File: src/warpPkg.sv
`default_nettype none

package warpPkg;

	// word address of the FSB, bit 0 is replaced by the data strobes
	typedef logic [23:1] fsbAddr_t;

	// one FSB cycle as seen at the CPU pins, strobes already made active high
	typedef struct packed {
		fsbAddr_t addr;
		logic     write;
		logic     upper;
		logic     lower;
	} fsbCycle_t;

	// device targeted by the current FSB cycle
	typedef enum logic [2:0] {
		selNone,
		selRam,
		selRom,
		selIo,
		selIack
	} devSel_e;

	// one request handed from the I/O slave to the host bus master
	typedef struct packed {
		logic     write;
		logic     upper;
		logic     lower;
		fsbAddr_t addr;
	} ioReq_t;

	// multiplexed DRAM row or column address
	typedef logic [11:0] dramAddr_t;

	// DRAM sequencer states, CPU access first and CBR refresh after
	typedef enum logic [2:0] {
		ramIdle,
		ramRas,
		ramCas,
		ramDone,
		refCas,
		refRas,
		refEnd
	} ramState_e;

	// flash needs this many FCLK cycles from select to data valid
	parameter int DEF_ROM_WAIT = 4;
	// refresh interval in FCLK cycles and the extra slack before it turns urgent
	parameter int DEF_REFRESH_PERIOD = 64;
	parameter int DEF_REFRESH_URGENT = 32;

endpackage

`default_nettype wire

File: src/addrDecode.sv
`default_nettype none

module addrDecode (
	input  logic                FCLK,
	input  logic                rst,
	input  warpPkg::fsbCycle_t  fsb,
	input  logic                fcIack,
	input  logic                busActive,
	input  logic                asN,
	output warpPkg::devSel_e    sel
);

	// combinational decode of the live address
	warpPkg::devSel_e selNext;
	// set once the select for this cycle has been captured
	logic latched;

	always_comb begin
		// interrupt acknowledge space overrides the address map
		if (fcIack) begin
			selNext = warpPkg::selIack;
		end else if (fsb.addr[23:22] == 2'b00) begin
			// lower 4 MB of DRAM
			selNext = warpPkg::selRam;
		end else if (fsb.addr[23:20] == 4'h4) begin
			selNext = warpPkg::selRom;
		end else if (fsb.addr[23:20] == 4'h5 || fsb.addr[23:22] == 2'b11) begin
			// $5xxxxx and $Cxxxxx to $Fxxxxx go out to the host bus
			selNext = warpPkg::selIo;
		end else begin
			selNext = warpPkg::selNone;
		end
	end

	always_ff @(posedge FCLK) begin
		if (rst) begin
			sel     <= warpPkg::selNone;
			latched <= 1'b0;
		end else if (asN) begin
			// AS released, drop the select so the next cycle starts clean
			sel     <= warpPkg::selNone;
			latched <= 1'b0;
		end else if (busActive && !latched) begin
			// first cycle of busActive, the address is known stable here
			sel     <= selNext;
			latched <= 1'b1;
		end
	end

endmodule

`default_nettype wire

File: src/refreshTimer.sv
`default_nettype none

module refreshTimer #(
	parameter int REFRESH_PERIOD = warpPkg::DEF_REFRESH_PERIOD,
	parameter int REFRESH_URGENT = warpPkg::DEF_REFRESH_URGENT
) (
	input  logic FCLK,
	input  logic rst,
	input  logic refAck,
	output logic refReq,
	output logic refUrg
);

	localparam int TOTAL = REFRESH_PERIOD + REFRESH_URGENT;
	localparam int CW = $clog2(TOTAL);

	// cycles since the last refresh, stops at the urgent threshold
	logic [CW-1:0] cnt;

	always_ff @(posedge FCLK) begin
		if (rst || refAck) begin
			// a started refresh satisfies both flags and restarts the interval
			cnt    <= '0;
			refReq <= 1'b0;
			refUrg <= 1'b0;
		end else begin
			if (cnt != CW'(TOTAL - 1)) begin
				cnt <= cnt + 1'b1;
			end
			// flags are sticky until the RAM controller acknowledges
			if (cnt == CW'(REFRESH_PERIOD - 1)) begin
				refReq <= 1'b1;
			end
			if (cnt == CW'(TOTAL - 1)) begin
				refUrg <= 1'b1;
			end
		end
	end

endmodule

`default_nettype wire

File: src/ramCtrl.sv
`default_nettype none

module ramCtrl (
	input  logic                FCLK,
	input  logic                rst,
	input  warpPkg::fsbCycle_t  fsb,
	input  warpPkg::devSel_e    sel,
	input  logic                busActive,
	input  logic                asN,
	input  logic                refReq,
	input  logic                refUrg,
	output logic                ramReady,
	output logic                refAck,
	output warpPkg::dramAddr_t  ra,
	output logic                rasN,
	output logic                casN,
	output logic                lweN,
	output logic                uweN,
	output logic                oeN,
	output logic                romOeN
);

	warpPkg::ramState_e state;
	// second half of the two cycle RAS pulse during refresh
	logic refPhase;
	// CPU is waiting on a DRAM access
	logic cpuRam;
	// column address is on RA and CAS is low for a CPU access
	logic colOn;

	assign cpuRam = busActive && (sel == warpPkg::selRam);
	assign colOn = (state == warpPkg::ramCas) || (state == warpPkg::ramDone);

	always_ff @(posedge FCLK) begin
		if (rst) begin
			state    <= warpPkg::ramIdle;
			refPhase <= 1'b0;
			refAck   <= 1'b0;
		end else begin
			refAck <= 1'b0;
			unique case (state)
				warpPkg::ramIdle: begin
					// urgent refresh wins over the CPU, a plain request waits for an idle bus
					if (refUrg || (refReq && !busActive)) begin
						state  <= warpPkg::refCas;
						refAck <= 1'b1;
					end else if (cpuRam) begin
						state <= warpPkg::ramRas;
					end
				end
				warpPkg::ramRas:  state <= warpPkg::ramCas;
				warpPkg::ramCas:  state <= warpPkg::ramDone;
				warpPkg::ramDone: begin
					// hold the row open until the CPU ends the cycle
					if (asN) begin
						state <= warpPkg::ramIdle;
					end
				end
				warpPkg::refCas: begin
					refPhase <= 1'b0;
					state    <= warpPkg::refRas;
				end
				warpPkg::refRas: begin
					if (refPhase) begin
						state <= warpPkg::refEnd;
					end
					refPhase <= 1'b1;
				end
				// precharge cycle with both strobes high
				warpPkg::refEnd:  state <= warpPkg::ramIdle;
				default:          state <= warpPkg::ramIdle;
			endcase
		end
	end

	always_comb begin
		ramReady = (state == warpPkg::ramDone);
		// RAS covers the CPU access and both refresh RAS cycles
		rasN = !((state == warpPkg::ramRas) || colOn || (state == warpPkg::refRas));
		// CAS stays low while RAS falls so the DRAM sees CAS before RAS
		casN = !(colOn || (state == warpPkg::refCas) || (state == warpPkg::refRas));
		// write enables are per byte lane and only while the column is strobed
		lweN = !(colOn && fsb.write && fsb.lower);
		uweN = !(colOn && fsb.write && fsb.upper);
		oeN  = !(colOn && !fsb.write);
		// the flash drives data for the whole of a ROM read
		romOeN = !(busActive && (sel == warpPkg::selRom) && !fsb.write);
		// row is A21..A12 and column is A11..A1, both zero padded to 12 bits
		if (colOn) begin
			ra = {1'b0, fsb.addr[11:1]};
		end else begin
			ra = {2'b00, fsb.addr[21:12]};
		end
	end

endmodule

`default_nettype wire

File: src/ioBusSlave.sv
`default_nettype none

module ioBusSlave (
	input  logic                FCLK,
	input  logic                rst,
	input  warpPkg::fsbCycle_t  fsb,
	input  warpPkg::devSel_e    sel,
	input  logic                busActive,
	input  logic                asN,
	input  logic                ioBusy,
	input  logic                ioDone,
	input  logic                ioErr,
	output warpPkg::ioReq_t     ioReq,
	output logic                ioStart,
	output logic                ioReady,
	output logic                ioFault
);

	// this FSB cycle already produced its host request
	logic served;
	// a read is out on the host bus and the CPU waits for it
	logic rdPend;
	// FSB I/O cycle that can be handed to the master now
	logic issue;

	assign issue = busActive && (sel == warpPkg::selIo) && !served && !ioBusy;

	always_ff @(posedge FCLK) begin
		if (rst) begin
			served  <= 1'b0;
			rdPend  <= 1'b0;
			ioStart <= 1'b0;
			ioReady <= 1'b0;
			ioFault <= 1'b0;
		end else begin
			ioStart <= issue && !asN;
			if (asN) begin
				// cycle over, get ready for the next one
				served  <= 1'b0;
				ioReady <= 1'b0;
				ioFault <= 1'b0;
			end else begin
				if (issue) begin
					served  <= 1'b1;
					// posted write, the CPU is released before the host answers
					ioReady <= fsb.write;
				end
				if (rdPend && ioDone) begin
					ioReady <= 1'b1;
				end
				if (rdPend && ioErr) begin
					ioFault <= 1'b1;
				end
			end
			// a posted write never sets rdPend, so its bus error is lost
			if (issue && !asN) begin
				rdPend <= !fsb.write;
			end else if (ioDone || ioErr) begin
				rdPend <= 1'b0;
			end
		end
	end

	// request payload, only meaningful together with ioStart
	always_ff @(posedge FCLK) begin
		if (issue) begin
			ioReq <= '{write: fsb.write, upper: fsb.upper, lower: fsb.lower, addr: fsb.addr};
		end
	end

endmodule

`default_nettype wire

File: src/ioBusMaster.sv
`default_nettype none

module ioBusMaster (
	input  logic               FCLK,
	input  logic               rst,
	input  warpPkg::ioReq_t    ioReq,
	input  logic               ioStart,
	input  logic               hostDtackN,
	input  logic               hostBerrN,
	output warpPkg::fsbAddr_t  hostAddr,
	output logic               hostAsN,
	output logic               hostUdsN,
	output logic               hostLdsN,
	output logic               ioBusy,
	output logic               ioDone,
	output logic               ioErr
);

	// host cycle phases: address setup, strobes low, completion report
	typedef enum logic [1:0] {
		mIdle,
		mAddr,
		mWait,
		mEnd
	} mState_e;

	mState_e state;
	// byte lanes of the latched request
	logic upperR;
	logic lowerR;
	// host ended the cycle with a bus error
	logic errR;

	assign ioBusy = (state != mIdle);

	always_ff @(posedge FCLK) begin
		if (rst) begin
			state    <= mIdle;
			hostAsN  <= 1'b1;
			hostUdsN <= 1'b1;
			hostLdsN <= 1'b1;
			ioDone   <= 1'b0;
			ioErr    <= 1'b0;
		end else begin
			ioDone <= 1'b0;
			ioErr  <= 1'b0;
			unique case (state)
				mIdle: begin
					if (ioStart) begin
						state <= mAddr;
					end
				end
				mAddr: begin
					// address has had one cycle of setup, drop AS with the lanes
					hostAsN  <= 1'b0;
					hostUdsN <= !upperR;
					hostLdsN <= !lowerR;
					state    <= mWait;
				end
				mWait: begin
					// no timeout here, a slow host device simply stretches the cycle
					if (!hostDtackN || !hostBerrN) begin
						hostAsN  <= 1'b1;
						hostUdsN <= 1'b1;
						hostLdsN <= 1'b1;
						state    <= mEnd;
					end
				end
				mEnd: begin
					ioDone <= !errR;
					ioErr  <= errR;
					state  <= mIdle;
				end
				default: state <= mIdle;
			endcase
		end
	end

	always_ff @(posedge FCLK) begin
		if (state == mIdle && ioStart) begin
			hostAddr <= ioReq.addr;
			upperR   <= ioReq.upper;
			lowerR   <= ioReq.lower;
		end
		// BERR takes priority when the host asserts both
		if (state == mWait) begin
			errR <= !hostBerrN;
		end
	end

endmodule

`default_nettype wire

File: src/cycleTerm.sv
`default_nettype none

module cycleTerm #(
	parameter int ROM_WAIT = warpPkg::DEF_ROM_WAIT
) (
	input  logic              FCLK,
	input  logic              rst,
	input  logic              asN,
	input  warpPkg::devSel_e  sel,
	input  logic              ramReady,
	input  logic              ioReady,
	input  logic              ioFault,
	output logic              busActive,
	output logic              busActiveR,
	output logic              dtackN,
	output logic              vpaN,
	output logic              berrN
);

	localparam int CW = $clog2(ROM_WAIT + 1);

	// cycles elapsed since the ROM select became valid
	logic [CW-1:0] romCnt;
	logic romDone;
	// sel is only valid from the second cycle of busActive on
	logic selValid;

	assign selValid = busActive && busActiveR;
	assign romDone = (romCnt == CW'(ROM_WAIT));

	always_ff @(posedge FCLK) begin
		if (rst) begin
			busActive  <= 1'b0;
			busActiveR <= 1'b0;
			romCnt     <= '0;
		end else begin
			busActive  <= !asN;
			busActiveR <= busActive;
			if (!selValid) begin
				romCnt <= '0;
			end else if (sel == warpPkg::selRom && !romDone) begin
				romCnt <= romCnt + 1'b1;
			end
		end
	end

	always_comb begin
		dtackN = 1'b1;
		vpaN   = 1'b1;
		berrN  = 1'b1;
		if (selValid) begin
			unique case (sel)
				warpPkg::selRam:  dtackN = !ramReady;
				// writes to flash are dropped but still get a DTACK
				warpPkg::selRom:  dtackN = !romDone;
				warpPkg::selIo: begin
					dtackN = !ioReady;
					berrN  = !ioFault;
				end
				// autovectored interrupt acknowledge
				warpPkg::selIack: vpaN = 1'b0;
				// unmapped space
				default:          berrN = 1'b0;
			endcase
		end
	end

endmodule

`default_nettype wire

File: src/warpSE.sv
`default_nettype none

module warpSE #(
	parameter int ROM_WAIT       = warpPkg::DEF_ROM_WAIT,
	parameter int REFRESH_PERIOD = warpPkg::DEF_REFRESH_PERIOD,
	parameter int REFRESH_URGENT = warpPkg::DEF_REFRESH_URGENT
) (
	input  logic               FCLK,
	input  logic               rst,
	// CPU side of the FSB
	input  warpPkg::fsbAddr_t  addr,
	input  logic               asN,
	input  logic               udsN,
	input  logic               ldsN,
	input  logic               weN,
	input  logic               fcIack,
	output logic               dtackN,
	output logic               vpaN,
	output logic               berrN,
	// DRAM and flash
	output warpPkg::dramAddr_t ra,
	output logic               rasN,
	output logic               casN,
	output logic               lweN,
	output logic               uweN,
	output logic               oeN,
	output logic               romOeN,
	// host I/O bus
	output warpPkg::fsbAddr_t  hostAddr,
	output logic               hostAsN,
	output logic               hostUdsN,
	output logic               hostLdsN,
	input  logic               hostDtackN,
	input  logic               hostBerrN
);

	warpPkg::fsbCycle_t fsb;
	warpPkg::devSel_e   sel;
	warpPkg::ioReq_t    ioReq;
	logic busActive;
	logic refReq;
	logic refUrg;
	logic refAck;
	logic ramReady;
	logic ioStart;
	logic ioReady;
	logic ioFault;
	logic ioBusy;
	logic ioDone;
	logic ioErr;

	// pin strobes are active low, the cycle struct carries them active high
	assign fsb = '{addr: addr, write: !weN, upper: !udsN, lower: !ldsN};

	cycleTerm #(.ROM_WAIT(ROM_WAIT)) i_cycleTerm (
		.FCLK(FCLK), .rst(rst), .asN(asN), .sel(sel),
		.ramReady(ramReady), .ioReady(ioReady), .ioFault(ioFault),
		.busActive(busActive), .busActiveR(),
		.dtackN(dtackN), .vpaN(vpaN), .berrN(berrN)
	);

	addrDecode i_addrDecode (
		.FCLK(FCLK), .rst(rst), .fsb(fsb), .fcIack(fcIack),
		.busActive(busActive), .asN(asN), .sel(sel)
	);

	refreshTimer #(
		.REFRESH_PERIOD(REFRESH_PERIOD),
		.REFRESH_URGENT(REFRESH_URGENT)
	) i_refreshTimer (
		.FCLK(FCLK), .rst(rst), .refAck(refAck), .refReq(refReq), .refUrg(refUrg)
	);

	ramCtrl i_ramCtrl (
		.FCLK(FCLK), .rst(rst), .fsb(fsb), .sel(sel), .busActive(busActive),
		.asN(asN), .refReq(refReq), .refUrg(refUrg), .ramReady(ramReady),
		.refAck(refAck), .ra(ra), .rasN(rasN), .casN(casN), .lweN(lweN),
		.uweN(uweN), .oeN(oeN), .romOeN(romOeN)
	);

	ioBusSlave i_ioBusSlave (
		.FCLK(FCLK), .rst(rst), .fsb(fsb), .sel(sel), .busActive(busActive),
		.asN(asN), .ioBusy(ioBusy), .ioDone(ioDone), .ioErr(ioErr),
		.ioReq(ioReq), .ioStart(ioStart), .ioReady(ioReady), .ioFault(ioFault)
	);

	ioBusMaster i_ioBusMaster (
		.FCLK(FCLK), .rst(rst), .ioReq(ioReq), .ioStart(ioStart),
		.hostDtackN(hostDtackN), .hostBerrN(hostBerrN), .hostAddr(hostAddr),
		.hostAsN(hostAsN), .hostUdsN(hostUdsN), .hostLdsN(hostLdsN),
		.ioBusy(ioBusy), .ioDone(ioDone), .ioErr(ioErr)
	);

endmodule

`default_nettype wire

File: config.mk
export PLATFORM = sky130hd
export DESIGN_NAME = warpSE
export DESIGN_NICKNAME = d
export VERILOG_FILES = /design/src/warpPkg.sv /design/src/addrDecode.sv /design/src/refreshTimer.sv /design/src/ramCtrl.sv /design/src/ioBusSlave.sv /design/src/ioBusMaster.sv /design/src/cycleTerm.sv /design/src/warpSE.sv
export SDC_FILE = /design/constraint.sdc
export NUM_CORES = 1
export LEC_CHECK = 0
export BUFFER_PORTS_ARGS = -buffer_cell sky130_fd_sc_hd__buf_2
export CORE_MARGIN = 4
export CORE_UTILIZATION = 50
export CTS_CLUSTER_DIAMETER = 80
export DETAILED_ROUTE_END_ITERATION = 6
export GPL_ROUTABILITY_DRIVEN = 1
export GPL_TIMING_DRIVEN = 1
export PLACE_DENSITY = 0.75
export SLEW_MARGIN = 20
export SYNTH_ARGS = -nofsm -noshare
export SYNTH_HDL_FRONTEND = slang
export SYNTH_SLANG_ARGS = --single-unit
File: constraint.sdc
create_clock -name FCLK -period 7 [get_ports FCLK]
set_clock_uncertainty 0.15 [all_clocks]
set_input_delay 0.35 -clock FCLK [delete_from_list [all_inputs] [get_ports FCLK]]
set_output_delay 0.35 -clock FCLK [all_outputs]
set_load 0.02 [all_outputs]
## Yosys cells after proc, flatten, opt, wreduce, memory -nomap -nowiden

Index checks and enable logic that the tools add are counted.

| storage, ports and cells | value |
|---|---|
| register bits after elaboration | 86 |
| input bits | 32 |
| output and inout port bits | 47 |
| logic and storage cells | 154 |

| operators by class | value |
|---|---|
| add/subtract/negate cells | 2 |
| equal/unequal tests | 24 |
| mux-type cells | 29 |
| bitwise logic cells | 3 |
| reduce and logical (&&, ||, !) cells | 67 |

Operator list:

| kind | count |
|---|---|
| $logic_not A1 Y1 | 23 |
| $mux W3 | 7 |
| $logic_and A1 B1 Y1 | 18 |
| $pmux W3 S6 | 1 |
| $eq A3 B2 Y1 const B | 4 |
| $eq A3 B3 Y1 const B | 4 |
| $mux W11 | 1 |
| $logic_or A1 B1 Y1 | 10 |
| $mux W1 | 10 |
| $pmux W1 S2 | 5 |
| $reduce_bool A2 Y1 | 5 |
| $eq A4 B3 Y1 const B | 2 |
| $pmux W2 S4 | 1 |
| $reduce_or A2 Y1 | 4 |
| $add A7 B1 Y7 const B | 1 |
| $eq A7 B6 Y1 const B | 1 |
| $eq A7 B7 Y1 const B | 1 |
| $ne A7 B7 Y1 const B | 1 |
| $eq A2 B2 Y1 const B | 3 |
| $eq A3 B1 Y1 const B | 2 |
| $mux W2 | 3 |
| $logic_not A2 Y1 | 2 |
| $ne A2 B1 Y1 const B | 2 |
| $ne A2 B2 Y1 const B | 2 |
| 9 further kinds | 12 |

## Longest topological paths before layout

| logic depth | value |
|---|---|
| word-level depth | 6 |
| mapped depth | 5 |
| mapped depth without buffers | 5 |

## Hierarchy

A second synthesis with hierarchy kept.

| second synthesis, totals | value |
|---|---|
| cell total of the unflattened synthesis | 272 |
| area total of the unflattened synthesis | 3490.8 sq um |

Modules (own cells, without submodules):

| module | times used | cells an instance | area each (sq um) | sequential area each (sq um) |
|---|---|---|---|---|
| ioBusMaster | 1 | 66 | 1162.4 | 920.9 |
| ioBusSlave | 1 | 47 | 982.2 | 880.8 |
| ramCtrl | 1 | 54 | 422.9 | 100.1 |
| refreshTimer | 1 | 47 | 421.7 | 180.2 |
| cycleTerm | 1 | 36 | 302.8 | 100.1 |
| addrDecode | 1 | 19 | 187.7 | 80.1 |
| warpSE | 1 | 3 | 11.3 | 0.0 |

## Worst setup path after synthesis

Ideal clock, no wire load.

| timing path | value |
|---|---|
| kind | register to register |
| start | register i_ioBusMaster.state[0] |
| end | register, netlist name i_ioBusSlave.ioReq[0] |
| library setup time | 408 ps |
| arrival | 1891 ps |
| data required time | 6442 ps |
| setup slack | 4550 ps |
| stages on the path, launching flop included | 5 |
| path buffers | 0 |
| clock period less this slack | 2450 ps |
| path through | dfxtp_1 -> inv_1 -> ha_1 -> nand4b_1 -> nor2_1 |

| on the way | value |
|---|---|
| cells in the longest elaborated chain, start to end | 3 |

Ends and longest elaborated chain:

| item | line | RTL |
|---|---|---|
| from (decl) | ioBusMaster.sv:27 | `mState_e state;` |
| from (signal assigned) | ioBusMaster.sv:38 | `state <= mIdle;` |
| from (signal assigned) | ioBusMaster.sv:50 | `state <= mAddr;` |
| from (signal assigned) | ioBusMaster.sv:58 | `state <= mWait;` |
| $reduce_bool A2 Y1 | ioBusMaster.sv:34 | `assign ioBusy = (state != mIdle);` |
| $logic_not A1 Y1 | ioBusSlave.sv:26 | `assign issue = busActive && (sel == warpPkg::selIo) && !served && !ioBusy;` |
| $logic_and A1 B1 Y1 | ioBusSlave.sv:26 |  |
| via i_ioBusSlave.issue | ioBusSlave.sv:24 | `logic issue;` |

The timed path passes the listed nets, and every way through them passes these cells.
A chain may end at the register's enable or synchronous reset.

## Worst setup path after layout

| timing path | value |
|---|---|
| start | register i_ramCtrl.state[1] |
| end | output port dtackN |

| on the way | value |
|---|---|
| cells in the longest elaborated chain, start to end | 4 |

Ends and longest elaborated chain:

| item | line | RTL |
|---|---|---|
| from (decl) | ramCtrl.sv:23 | `warpPkg::ramState_e state;` |
| from (signal assigned) | ramCtrl.sv:36 | `state <= warpPkg::ramIdle;` |
| from (signal assigned) | ramCtrl.sv:45 | `state <= warpPkg::refCas;` |
| from (signal assigned) | ramCtrl.sv:48 | `state <= warpPkg::ramRas;` |
| $eq A3 B2 Y1 | ramCtrl.sv:77 | `ramReady = (state == warpPkg::ramDone);` |
| $logic_not A1 Y1 | cycleTerm.sv:53 | `warpPkg::selRam: dtackN = !ramReady;` |
| $pmux W1 S3 | cycleTerm.sv:52 | `unique case (sel)` |
| $mux W1 | cycleTerm.sv:51 | `if (selValid) begin` |
| to (decl) | warpSE.sv:17 | `output logic dtackN,` |

No other way between the ends.

==> reports/qor.txt <==
Status - finished, final reports clean
Fin cells - 435
WL/cell - 14.7 um
CP Max Fanout - 14
Class of the worst hold path - input pin to register
RSZ-0062 raised after global routing - false
Longest Clk Path Bufs - 2
Pre-Repair DR Iteration Count - 4
Drt total wl - 6380 um
Setup crit end kind - primary output
Final min period - 2620 ps
Antenna violations before repair - 0
Total GRT Usage - 16.0%
Max VDD drop - 125 uV
Core area - 6490 sq um
Final core occ - 62.1%
Commonest non-fill, non-tap cells in the layout - 77 x buf_2, 51 x edfxtp_1, 35 x dfxtp_1, 21 x nand2_1
Grt total ovfl - 0
Post-CTS setup buffers - 0
WS Path Type - register to primary output
Post-synth EDFFs - 51
Mean Syn Cell Area - 12.4 sq um
First-pass GRT wire length - 10300 um
CP required - 6500 ps
CTS Buf Count - 9
CTS root buf - clkbuf_8
Design area - 4040 sq um
Share of the synthesized area in the top cell type - 44.6%
Sequential area share after synthesis - 65.0%
Yosys top cell by area - edfxtp_1
Vias in the first global route - 2175
Slew HR - 50.7%
Hold Violations, Final - 0
Die Width - 90.9 um
Setup-failing EPs final - 0
Via density - 5.27
Detail Placement HPWL - 4560 um
Clk slew on worst S/H paths - 80 ps
Post-Syn Instances - 276
H-tree lvl count - 3
Area Growth Syn to Fin - 17.6%
Clock Sinks - 86
PD cells - 235 nW/um^2
Final slew viol count - 0
Net count after synthesis - 316
Commonest non-fill, non-tap cell in the layout - buf_2
Max_cap viols - 0
Post_cts resized - 0
Worst slack at placement - 4560 ps
Largest net degree at the start of global routing - 27
Row Count - 29
Distinct cells, synth - 49
Die Y - 90.9 um
Cell area after synthesis - 3430 sq um
Total Die Area - 8250 sq um
Instance area after placement - 3860 sq um
TritonCTS clock tree - done
Top_reg_cell synth - edfxtp_1
Crit share post-route - 37.4%
Routability cong. - 0.782
Final net count - 393
1st-iter DRT viols - 92
Via Count - 2293
Asr flop ratio synth - 0%
Leakage power - 1.52 nW
Initial Utilization - 52.8%
Startpoint Class - register
I/O pins - 79
Clk_lat worst skew - 340 ps
Number of inserted diodes - 0
Share of cells above drive strength 1 - 31.3%
Hold_buf cts - 0
F_max - 382 MHz
Worst setup margin - 4380 ps
Least-Margin Pin Slew - 736 ps
Synth top area cells - edfxtp_1 45%, dfxtp_1 20%, mux2_2 3.3%, ha_1 2.9%, nand2_1 2.3%
Count of input and output buffers - 77
CP arrival - 2120 ps
DP Cell Count - 419
Yosys synthesis warning count - 0
Final setup TNS - 0 ps
DRC viols - 0
Post-route ant nets - 0
Flops & latches, synth - 86
==> worst paths after layout <==
check                                            from                                   end  slack [ps]  cells after the start
hold / removal                               addr[15]      i_ioBusSlave.ioReq[15]$_DFFE_PP_          40                      1
setup / recovery      i_ramCtrl.state[1]$_SDFFE_PP0P_                                dtackN        4380                      4
setup reg to reg  i_ioBusMaster.state[0]$_SDFFE_PP0P_       i_ioBusSlave.ioReq[0]$_DFFE_PP_        4910                      4
hold reg to reg      i_ioBusSlave.ioReq[12]$_DFFE_PP_  i_ioBusMaster.hostAddr[12]$_DFFE_PP_         260                      0
==> synth_stat cells (all sizes together) (2+ instances only) <==
| library cell | number |
|---|---|
| a211oi | 3 |
| a21oi | 14 |
| and2 | 3 |
| and3 | 2 |
| buf | 4 |
| clkbuf | 7 |
| dfxtp | 35 |
| edfxtp | 51 |
| ha | 8 |
| inv | 12 |
| mux2 | 10 |
| mux2i | 2 |
| nand2 | 21 |
| nand2b | 8 |
| nand3 | 6 |
| nand4 | 4 |
| nand4b | 2 |
| nor2 | 15 |
| nor2b | 10 |
| nor3 | 5 |
| nor3b | 4 |
| o211ai | 3 |
| o21a | 5 |
| o21ai | 7 |
| o21bai | 3 |
| o31ai | 2 |
| or2 | 5 |
| or3 | 5 |
| xnor2 | 2 |
==> per-stage QoR <==
stage | hold WS (ps) | power [W]
after detailed placement | 255 | 0.000664
after CTS | 26.1 | 0.000955
after global placement | 250 | 0.000662
final | 43.2 | 0.000947
after floorplan | 250 | 0.000629
after global routing | 27.4 | 0.000993
==> state kept, by name, indices dropped and copies added, names as in the netlist, 2 cells and up <==
name,flops
i_ioBusSlave.ioReq,25
i_ioBusMaster.hostAddr,23
i_refreshTimer.cnt,7
i_addrDecode.sel,3
i_cycleTerm.romCnt,3
i_ramCtrl.state,3
i_ioBusMaster.state,2
==> area by class of cell <==
cell class              instances  area [sq um]
inverters                      12          45.0
multi-input cells             167          1110
clock buffers                  10           128
clock inverters                 6          38.8
flip-flops and latches         86          2230
fillers                       508          2460
repair buffers                 77           385
well taps                      77          96.3
==> worst max-delay path, cell delays in order (launching register included) <==
cell	delay (ps)
dfxtp_1	510
nor2b_2	690
a2111o_1	260
o2111ai_1	130
buf_2	190
==> power by group <==
group          internal, W  switching, W
registers         0.000541     0.0000105
logic            0.0000433     0.0000582
clock network     0.000127      0.000167
==> layer usage <==
metal  vias up  wire (um)  global-route usage (%)
li1       1156          -                       -
met1      1055       3020                    20.8
met2        71       2890                    24.9
met3        11        347                    3.67
met4         0        129                    8.29
met5         -          0                       0
==> kinds of logic after synthesis <==
| logic type | count (synthesis) | share of synthesized area [%] |
|---|---|---|
| and+or+nand+nor | 97 | 15.5 |
| AOI/OAI and AO/OA | 47 | 9.19 |
| adders and majority gates | 8 | 2.92 |
| buffers and inverters | 23 | 2.92 |
| other | 1 | 0.109 |
| muxes | 12 | 3.86 |
| xor gates and xnor gates | 2 | 0.510 |
| DFF | 86 | 65.0 |
Power figures use the tool's default switching activity.
